### src/hw/cast_fmt_pkg.sv
/* FP32 and INT32 format definitions */

package cast_fmt_pkg;

  // ------------------------------------------------
  // Format widths
  // ------------------------------------------------
  localparam int unsigned FP_WIDTH  = 32;
  localparam int unsigned EXP_BITS  = 8;
  localparam int unsigned MAN_BITS  = 23;
  localparam int unsigned BIAS      = 127;
  localparam int unsigned INT_WIDTH = 32;

  // Internal mantissa holds the hidden bit plus fraction, or a whole integer
  localparam int unsigned INT_MAN_WIDTH = (MAN_BITS + 1 > INT_WIDTH) ? MAN_BITS + 1 : INT_WIDTH;
  localparam int unsigned LZC_WIDTH     = $clog2(INT_MAN_WIDTH);
  localparam int unsigned INT_EXP_WIDTH = 10; // Covers -150 .. +264 unbiased
  localparam int unsigned SHAMT_WIDTH   = $clog2(INT_MAN_WIDTH + 1); // Denorm shifter amount

  localparam logic [MAN_BITS-1:0] QNAN_MAN = 1 << (MAN_BITS - 1); // Quiet bit of a NaN

  // ------------------------------------------------
  // Operand views
  // ------------------------------------------------
  typedef struct packed {
    logic                sign;
    logic [EXP_BITS-1:0] exponent; // Biased
    logic [MAN_BITS-1:0] mantissa; // Fraction, hidden bit dropped
  } fp32_t;

  // One operand word, read as a float for F2I or as an integer for I2F
  typedef union packed {
    fp32_t                fp;
    logic [INT_WIDTH-1:0] ival;
  } cast_operand_u;

endpackage

### src/hw/cast_op_pkg.sv
/* Cast operation and pipeline payloads */

package cast_op_pkg;

  typedef enum logic [1:0] {
    F2I = 2'd0, // Float to integer
    I2F = 2'd1  // Integer to float
  } op_e;

  typedef enum logic [2:0] {
    RNE = 3'b000, // Nearest, ties to even
    RTZ = 3'b001, // Toward zero
    RDN = 3'b010, // Toward minus infinity
    RUP = 3'b011, // Toward plus infinity
    RMM = 3'b100  // Nearest, ties away from zero
  } rnd_mode_e;

  typedef struct packed {
    logic NV; // Invalid
    logic DZ; // Divide by zero, never raised here
    logic OF; // Overflow
    logic UF; // Underflow
    logic NX; // Inexact
  } status_t;

  // ------------------------------------------------
  // Stage payloads
  // ------------------------------------------------
  typedef struct packed {
    cast_fmt_pkg::cast_operand_u operand;
    op_e                         op;
    logic                        op_mod;   // High selects unsigned integers
    rnd_mode_e                   rnd_mode;
  } cast_req_t;

  typedef struct packed {
    logic                                     sign;
    logic [cast_fmt_pkg::INT_EXP_WIDTH-1:0]   exponent; // Unbiased, two's complement
    logic [cast_fmt_pkg::INT_MAN_WIDTH-1:0]   mantissa; // Left aligned
    logic                                     mant_is_zero;
    logic                                     is_nan;
    logic                                     is_signalling;
    logic                                     is_inf;
    op_e                                      op;
    logic                                     op_mod;
    rnd_mode_e                                rnd_mode;
  } norm_t;

  typedef struct packed {
    logic [cast_fmt_pkg::INT_WIDTH-1:0] rounded_abs;  // Magnitude or {exp, man}
    logic                               rounded_sign;
    logic [1:0]                         fp_round_sticky;
    logic [1:0]                         int_round_sticky;
    logic                               of_before_round;
    logic                               uf_before_round;
    logic                               mant_is_zero;
    logic                               is_nan;
    logic                               is_inf;
    op_e                                op;
    logic                               op_mod;
  } round_t;

  typedef struct packed {
    logic [cast_fmt_pkg::FP_WIDTH-1:0] result;
    status_t                           status;
  } cast_rsp_t;

endpackage

### src/hw/cast_special_select.sv
/* Special cases and result selection */

`timescale 1ns/1ps

module cast_special_select (
  input  cast_op_pkg::round_t    round_i,
  output cast_op_pkg::cast_rsp_t rsp_o
);

  logic                               dst_is_int;
  logic [cast_fmt_pkg::INT_WIDTH-1:0] rounded_int_res;    // Two's complement
  logic                               int_pos_of;
  logic [cast_fmt_pkg::INT_WIDTH-1:0] int_special_result;
  logic                               int_is_special;
  logic [cast_fmt_pkg::INT_WIDTH-1:0] int_result;
  cast_op_pkg::status_t               int_status;
  cast_fmt_pkg::fp32_t                fp_packed;
  logic                               of_after_round;
  logic                               uf_after_round;
  logic [cast_fmt_pkg::FP_WIDTH-1:0]  fp_result;
  cast_op_pkg::status_t               fp_status;

  assign dst_is_int = (round_i.op == cast_op_pkg::F2I);

  // ------------------------------------------------
  // F2I
  // ------------------------------------------------
  assign rounded_int_res = round_i.rounded_sign ? -round_i.rounded_abs : round_i.rounded_abs;

  // Signed positive rounding up to 2^31
  assign int_pos_of = ~round_i.op_mod & ~round_i.rounded_sign &
                      round_i.rounded_abs[cast_fmt_pkg::INT_WIDTH-1];

  always_comb begin : int_saturate
    // Largest positive value, one bit wider for unsigned
    int_special_result = {round_i.op_mod, {(cast_fmt_pkg::INT_WIDTH - 1){1'b1}}};
    if (round_i.rounded_sign && !round_i.is_nan) begin
      int_special_result = ~int_special_result; // Most negative, or 0 for unsigned
    end
  end

  // NaN, inf, out of range, or nonzero negative into unsigned
  assign int_is_special = round_i.is_nan | round_i.is_inf | round_i.of_before_round |
                          int_pos_of |
                          (round_i.rounded_sign & round_i.op_mod & (|rounded_int_res));

  assign int_result = int_is_special ? int_special_result : rounded_int_res;

  always_comb begin
    int_status    = '0;
    int_status.NV = int_is_special;
    int_status.NX = ~int_is_special & (|round_i.int_round_sticky);
  end

  // ------------------------------------------------
  // I2F
  // ------------------------------------------------
  assign fp_packed.sign     = round_i.rounded_sign;
  assign fp_packed.exponent = round_i.rounded_abs[cast_fmt_pkg::MAN_BITS +: cast_fmt_pkg::EXP_BITS];
  assign fp_packed.mantissa = round_i.rounded_abs[cast_fmt_pkg::MAN_BITS-1:0];

  assign of_after_round = (fp_packed.exponent == '1); // Inf exponent
  assign uf_after_round = (fp_packed.exponent == '0); // Subnormal range

  assign fp_result = round_i.mant_is_zero ? '0 : fp_packed; // Integer zero is +0

  always_comb begin
    fp_status = '0;
    if (!round_i.mant_is_zero) begin
      fp_status.OF = of_after_round;
      fp_status.NX = (|round_i.fp_round_sticky) | of_after_round;
      fp_status.UF = (round_i.uf_before_round | uf_after_round) & fp_status.NX;
    end
  end

  assign rsp_o.result = dst_is_int ? int_result : fp_result;
  assign rsp_o.status = dst_is_int ? int_status : fp_status;

endmodule

### config.mk
export PLATFORM = sky130hd
export DESIGN_NAME = cast_special_select
export DESIGN_NICKNAME = d
export VERILOG_FILES = /design/src/hw/cast_fmt_pkg.sv /design/src/hw/cast_op_pkg.sv /design/src/hw/cast_special_select.sv
export SDC_FILE = /design/constraint.sdc
export NUM_CORES = 1
export LEC_CHECK = 0
export ABC_AREA = 1
export BUFFER_PORTS_ARGS = -buffer_cell sky130_fd_sc_hd__buf_4
export CAP_MARGIN = 25
export CORE_MARGIN = 10
export CORE_UTILIZATION = 53
export DETAILED_ROUTE_END_ITERATION = 8
export PLACE_DENSITY_LB_ADDON = 0.05
export RECOVER_POWER = 50
export SYNTH_ARGS = -nofsm -noshare
export SYNTH_HDL_FRONTEND = slang
export SYNTH_SLANG_ARGS = --single-unit
### constraint.sdc
create_clock -name vclk -period 1.8
set_input_delay 0 -clock vclk [all_inputs]
set_output_delay 0 -clock vclk [all_outputs]
set_load 0.05 [all_outputs]
==> metrics.md, run 1 <==
| Metric | Value |
|---|---|
| Status | `aborted with a tool error` |
| Last stage | `clock tree synthesis (4_1_cts)` |
| Tool error | `[ERROR DPL-0038] Utilization greater than 100%, impossible to legalize` |
| Die height | `about 85 um` |
| Placed inst area | `3530 sq um` |
| Area of the mapped netlist | `about 2200 sq um` |
| Syn_area_per_cell | `4.42 sq um` |
| Fraction of synthesized area in multiplexers | `0%` |
| Synth warn | `0` |
| Port Buffer Count | `81` |
| Cts hold-fix bufs | `0` |
| Count leader, synth | `nand2_1` |
| Synth top area share | `42.4%` |
| Starting density of the core | `55.2%` |
| Cell Rows | `23` |
| Compound-gate portion of the synthesized area | `around 3.6%` |
| Area leader, netlist | `nand2_1` |
| Synth area leaders | `nand2_1 42%, nand3_1 15%, nor2_1 10%, inv_1 7.4%, nand2_2 3.1%` |
| Commonest cells in the netlist | `251 x nand2_1, 65 x nand3_1, 61 x nor2_1` |
| XOR/XNOR Fraction of Synth Area | `1.18%` |
| Die X | `around 85 um` |
| I/O pin total | `82` |
| Gpl congestion | `1.11` |
| Synth Area in Simple Gates | `81.0%` |
| Post-Synth Adder-Cell Area | `0.563%` |
| Largest family of logic cells by synthesized area | `simple AND/OR/NAND/NOR gates` |
| Sequential area share after synthesis | `0%` |
| Cells after Synth | `slightly above 500` |
| DP HPWL | `7940 um` |
| Distinct cells, synth | `28` |
| Post-CTS Setup Repair Bufs | `12` |
| # resized after CTS | `roughly 120` |
| Syn_nets | `549` |
[through the flow]
step                utilization (%)  worst slack (ps)  hold slack [ps]  instances  TNS, ps
floorplan                         -              4.09              189        503        0
global placement               87.7              -410              314        695   -12270
detailed placement             87.7              -490              316        695   -14750
[cell families after synthesis]
group,Yosys count
adder cells (fa/ha/maj),1
XOR/XNOR,3
AO/OA/AOI/OAI,15
other,1
buffers and inverters,69
AND/OR/NAND/NOR,414
==> inputs of run 2 (changes only) <==
--- a/config.mk
+++ b/config.mk
@@ -9,9 +9,9 @@
 export BUFFER_PORTS_ARGS = -buffer_cell sky130_fd_sc_hd__buf_4
 export CAP_MARGIN = 25
 export CORE_MARGIN = 10
-export CORE_UTILIZATION = 53
+export CORE_UTILIZATION = 40
 export DETAILED_ROUTE_END_ITERATION = 8
-export PLACE_DENSITY_LB_ADDON = 0.05
+export PLACE_DENSITY_LB_ADDON = 0.15
 export RECOVER_POWER = 50
 export SYNTH_ARGS = -nofsm -noshare
 export SYNTH_HDL_FRONTEND = slang
==> metrics.md, run 2 <==
| Metric | Value |
|---|---|
| Most frequent cells in the layout | `177 x nand2_1, 153 x buf_4, 71 x nand2_2` |
| Port Buffer Count | `81 (unchanged)` |
| Area leader, netlist | `nand2_1 (unchanged)` |
| Sw Ratio | `57.8%` |
| Final Hold Fails | `0` |
| DP HPWL | `8280 um (was 7940 um)` |
| Worst min path class | `in2out` |
| Design area | `4960 sq um` |
| NumNets Final | `roughly 740` |
| Average wire per standard cell | `20.4 um` |
| Setup ws final | `-916 ps` |
| Worst path required time | `1800 ps` |
| Die X | `94.6 um (was 84.8 um)` |
| RSZ-0062 raised after global routing | `true` |
| Tmin final | `2720 ps` |
| Max_cap viols | `0` |
| Power Dens Cells | `316 nW/um^2` |
| Final Power | `0.00157 W` |
| Maximum VDD drop | `237 uV` |
| Area growth syn-to-layout | `123%` |
| Residual DRC | `0` |
| CP max FO | `7` |
| Vias in the first global route | `3860` |
| Diode count | `0` |
| Largest net degree at the start of global routing | `20` |
| Grt total ovfl | `0` |
| Die area | `8940 sq um` |
| Starting density of the core | `40.9% (was 55.2%)` |
| Failing checks | `setup timing` |
| Crit. End Element | `primary output` |
| Cts hold-fix bufs | `0 (unchanged)` |
| Register area | `0 sq um` |
| Area of the mapped netlist | `2220 sq um (unchanged)` |
| Crit Path Class | `in2out` |
| Synth area leaders | `nand2_1 42%, nand3_1 15%, nor2_1 10%, inv_1 7.4%, nand2_2 3.1% (unchanged)` |
| Fillers | `238` |
| Worst Max-Slew Pin Slew | `613 ps` |
| Overall routed net length | `roughly 16000 um` |
| I/O pin total | `82 (unchanged)` |
| Total net switching power | `0.000906 W` |
| Gpl congestion | `0.974 (was 1.11)` |
| Placeable core region | `5440 sq um` |
| Count leader, synth | `nand2_1 (unchanged)` |
| Synth warn | `0 (unchanged)` |
| Syn_area_per_cell | `4.42 sq um (unchanged)` |
| Initial antenna violation count | `0` |
| Post-Place Worst Slack | `-539 ps (was -490 ps)` |
| Sequential Power Share | `0%` |
| Distinct cells, synth | `28 (unchanged)` |
| Synth top area share | `42.4% (unchanged)` |
| First-pass GRT wire length | `18600 um` |
| Seq Cell Count | `0` |
| Cell Rows | `27 (was 23)` |
| DRT iter0 DRCs | `about 500` |
| DRT Pass-1 Iters | `6` |
| Worst slew margin | `between 50% and 60%` |
| Max Clk Rate | `0.368 GHz` |
| P_leak | `around 2.6 nW` |
| Final setup fails | `34` |
| Layout cells sized above 1 | `55.9%` |
| Slew Limit Fails | `0` |
| CP Launch Type | `primary input` |
| Die height | `94.6 um (was 84.8 um)` |
| Routed vias | `4576` |
| Status | `complete, but fails checks (was aborted with a tool error)` |
| GRT Util Overall | `between 20% and 30%` |
| CLK BUF | `0` |
| Comb power frac | `100.0%` |
| Cells after Synth | `503 (unchanged)` |
| DR vias/cell | `~6` |
| P_int | `approximately 0.00066 W` |
| Post-DRT Antenna Nets | `0` |
| Final Cycle Share | `151%` |
| Commonest non-fill, non-tap cell in the layout | `nand2_1` |
| Placed inst area | `3750 sq um (was 3530 sq um)` |
| Commonest cells in the netlist | `251 x nand2_1, 65 x nand3_1, 61 x nor2_1 (unchanged)` |
| Clock share of power | `0%` |
| Worst endpoint data arrival time | `2720 ps` |
| Syn_nets | `549 (unchanged)` |
| Sequential area share after synthesis | `0% (unchanged)` |
[run 2: routing by layer]
| metal | GRT usage (%) | part of all wire (%) |
|---|---|---|
| met5 | 0 | 0 |
| met4 | 8.73 | 7.9 |
| met3 | 3.73 | 13 |
| met2 | 43.9 | 45 |
| met1 | 30.6 | 34 |
[run 2: logic make-up (layout without fill, tap and decap cells)]
| kind of cell | Yosys count | in the layout | share of synthesized area (%) |
|---|---|---|---|
| other cells | 1 | 1 | 0.169 |
| xor+xnor | 3 | 3 | 1.18 |
| fa+ha+maj | 1 | 1 | 0.563 |
| simple gates | 414 | 414 | 81.0 |
| compound gates | 15 | 15 | 3.60 |
| buf+inv | 69 | 262 | 13.5 |
[run 2: final cells by class]
type	instances	area, sq um	share of cell area [%]
multi-input cells	434	2590	52.1
repair buffers	214	2100	42.3
inverters	48	188	3.78
well taps	72	90.1	1.82
[run 2: power by group through the flow]
| stage | clock network, W | registers (W) | logic, W |
|---|---|---|---|
| finish | 0 | 0 | 0.00157 |
| global route | 0 | 0 | 0.00163 |
| CTS | 0 | 0 | 0.00134 |
| detailed placement | 0 | 0 | 0.00111 |
| global placement | 0 | 0 | 0.00111 |
| floorplan | 0 | 0 | 0.000633 |
[run 2: worst paths after layout]
kind,from,to,slack (ps),cells past startpoint
worst max-delay path,round_i[39],rsp_o[34],-920,22
worst min-delay path,round_i[18],rsp_o[10],380,4
[run 2: repair_timing]
item | 4_1_cts | 5_1_grt
pin swaps | 30 | 90
endpoints found under the setup margin | 34 | 34
cloned | 3 | 2
resized for setup | 136 | 114
setup buffers | 12 | 15
hold endpoints to repair | 0 | 0
[run 2: worst max-delay path, cell delays in order]
cell       delay [ps]
buf_4             120
nor2_2            170
buf_4             140
nand2_1           120
nor2_1            190
nand2_1            80
nand2_1            80
nand2_1            60
nand2_1            70
nand2_1           120
nor2_1            140
nand2_1           110
nor2_2            180
nand3_2           120
nand2_4           120
buf_12            160
clkbuf_16         170
nand3_1           110
nand2_1           110
nand2_1            90
nand2_2           100
buf_8             150
[run 2: per-stage QoR]
step	setup TNS, ps	util (%)	hold WS (ps)	instances
floorplan	0	-	189	503
global placement	-15510	68.9	316	739
detailed placement	-16320	68.9	319	739
CTS	-10780	81.4	320	754
global route	-30540	91.2	391	768
finish	-26070	91.2	376	768
Note: power is estimated with default switching activity, not from simulation.
==> inputs of run 3 (changes only) <==
--- a/config.mk
+++ b/config.mk
@@ -11,6 +11,7 @@
 export CORE_MARGIN = 10
 export CORE_UTILIZATION = 40
 export DETAILED_ROUTE_END_ITERATION = 8
+export MAX_ROUTING_LAYER = met4
 export PLACE_DENSITY_LB_ADDON = 0.15
 export RECOVER_POWER = 50
 export SYNTH_ARGS = -nofsm -noshare
==> constraint.sdc (replaced) <==
create_clock -name vclk -period 3.4
set_input_delay 0 -clock vclk [all_inputs]
set_output_delay 0 -clock vclk [all_outputs]
set_load 0.05 [all_outputs]
==> metrics.md, run 3 (synthesis results as in run 2) <==
| Metric | Value |
|---|---|
| Die height | `94.6 um (unchanged)` |
| Delay-heaviest family, CP | `simple AND/OR/NAND/NOR gates (unchanged)` |
| DP HPWL | `6860 um (was 8280 um)` |
| CP startpoint | `round_i[13] (was round_i[39])` |
| Cts hold-fix bufs | `0 (unchanged)` |
| Slowest cell on crit path | `nand2_2 (was nor2_1)` |
| P_leak | `1.64 nW (was 2.56 nW)` |
| Fin cells | `639 (was 768)` |
| Crit. End Element | `primary output (unchanged)` |
| Diode count | `0 (unchanged)` |
| Initial antenna violation count | `0 (unchanged)` |
| Register area | `0 sq um (unchanged)` |
| Crit path top cell by count | `nand2_1 (unchanged)` |
| NumNets Final | `615 (was 744)` |
| DRT Pass-1 Iters | `5 (was 6)` |
| Status | `completed (was complete, but fails checks)` |
| Fillers | `656 (was 238)` |
| Area growth syn-to-layout | `26.1% (was 123%)` |
| Die X | `94.6 um (unchanged)` |
| Post-placement cell count | `639 (was 739)` |
| Power Dens Cells | `167 nW/um^2 (was 316 nW/um^2)` |
| Largest net degree at the start of global routing | `50 (was 20)` |
| Final Cycle Share | `83.6%` |
| Final Hold Slack | `390 ps (was 376 ps)` |
| Residual DRC | `0 (unchanged)` |
| Final Hold Fails | `0 (unchanged)` |
| CP Buf/Inv Count | `4 (was 5)` |
| CLK BUF | `0 (unchanged)` |
| Maximum VDD drop | `97.7 uV (was 237 uV)` |
| Max_cap viols | `0 (unchanged)` |
| I/O pin total | `82 (unchanged)` |
| # resized after CTS | `0 (was 136)` |
| Setup TNS | `0 ps (was -26070 ps)` |
| Die area | `8940 sq um (unchanged)` |
| Worst min path class | `in2out (unchanged)` |
| Tmin final | `between 2000 and 3000 ps` |
| Cell Rows | `27 (unchanged)` |
| Average wire per standard cell | `13.2 um (was 20.4 um)` |
| Starting density of the core | `40.9% (unchanged)` |
| Most frequent cells in the layout | `252 x nand2_1, 75 x buf_4, 65 x nand3_1 (was 177 x nand2_1, 153 x buf_4, 71 x nand2_2)` |
| Gpl congestion | `0.964 (was 0.974)` |
| DRT iter0 DRCs | `179 (was 515)` |
| Max Clk Rate | `0.352 GHz` |
| Commonest non-fill, non-tap cell in the layout | `nand2_1 (unchanged)` |
| Final setup fails | `0 (was 34)` |
| Setup ws final | `557 ps (was -916 ps)` |
| Placeable core region | `5440 sq um (unchanged)` |
| Post-Place Worst Slack | `704 ps (was -539 ps)` |
| Overall routed net length | `8460 um (was 15700 um)` |
| Crit Path Class | `in2out (unchanged)` |
| Slowest stage delay, CP | `310 ps (was 190 ps)` |
| Routed vias | `3164 (was 4576)` |
| Layout cells sized above 1 | `19.9% (was 55.9%)` |
| RSZ-0062 raised after global routing | `false (was true)` |
| CP Launch Type | `primary input (unchanged)` |
| Worst slew margin | `26.6% (was 59.3%)` |
| Slew Limit Fails | `0 (unchanged)` |
| Port Buffer Count | `81 (unchanged)` |
| Critical-path cell list | `buf_4, inv_1, ha_1, nand2_4, nor2_8, nand2_2, nand2_1, nand2_1, nand2_1, nand2_1, nor2_1, nand2_1, nor2_1, nand3_1, nand2_2, buf_4, nand3_1, nand2_1, nand2_1, nand2_1, clkbuf_2 (was buf_4, nor2_2, buf_4, nand2_1, nor2_1, nand2_1, nand2_1, nand2_1, nand2_1, nand2_1, nor2_1, nand2_1, nor2_2, nand3_2, nand2_4, buf_12, clkbuf_16, nand3_1, nand2_1, nand2_1, nand2_2, buf_8)` |
| Post-DRT Antenna Nets | `0 (unchanged)` |
| Post-CTS Setup Repair Bufs | `0 (was 12)` |
| Grt total ovfl | `0 (unchanged)` |
| Hold path start | `round_i[42] (was round_i[18])` |
| Vias in the first global route | `2820 (was 3860)` |
| Worst Max-Slew Pin Slew | `1100 ps (was 613 ps)` |
| Seq Cell Count | `0 (unchanged)` |
| Worst path required time | `3400 ps (was 1800 ps)` |
| GRT Util Overall | `18.8% (was 25.2%)` |
| CP max FO | `18 (was 7)` |
| First-pass GRT wire length | `14000 um (was 18600 um)` |
| DR vias/cell | `4.95 (was 5.96)` |
| Worst endpoint data arrival time | `2840 ps (was 2720 ps)` |
==> run 3: final cells by class <==
class	count	area [sq um]	area share (%)
Inverter	48	180	6.43
Multi-Input combinational cell	434	1920	68.6
Tap cell	72	90.1	3.21
Timing Repair Buffer	85	611	21.8
==> run 3: routing by layer <==
layer / track usage (%) / wire (um) / part of all wire, % / vias up
met5: - / 0 / 0 / -
met4: 1.25 / 66 / 0.78 / 0
met3: 1.74 / 507 / 6.0 / 4
met2: 29.5 / 3770 / 45 / 97
met1: 26.5 / 4110 / 49 / 1377
li1: - / - / - / 1686
==> run 3: power by group <==
| part | switching, W | internal, W | total, W |
|---|---|---|---|
| Sequential | 0 | 0 | 0 |
| Clock | 0 | 0 | 0 |
| Combinational | 0.000326 | 0.000142 | 0.000468 |
| Total | 0.000326 | 0.000142 | 0.000468 |
==> run 3: worst paths after layout <==
check  depth (start not counted)   endpoint
min                            4  rsp_o[34]
max                           21   rsp_o[9]
==> run 3: per-stage QoR <==
| step | instance area (sq um) | total power, W | utilization, % |
|---|---|---|---|
| after floorplan | 2220 | 0.000318 | - |
| after global placement | 2840 | 0.000473 | 52.2 |
| final | 2800 | 0.000468 | 51.6 |
| after CTS | 2840 | 0.000476 | 52.2 |
| after global routing | 2800 | 0.000512 | 51.6 |
| after detailed placement | 2840 | 0.000475 | 52.2 |
==> run 3: worst min-delay path, delay by kind of cell <==
family                 cells  cell delay, ps
buffers and inverters      2             290
and+or+nand+nor            2             100
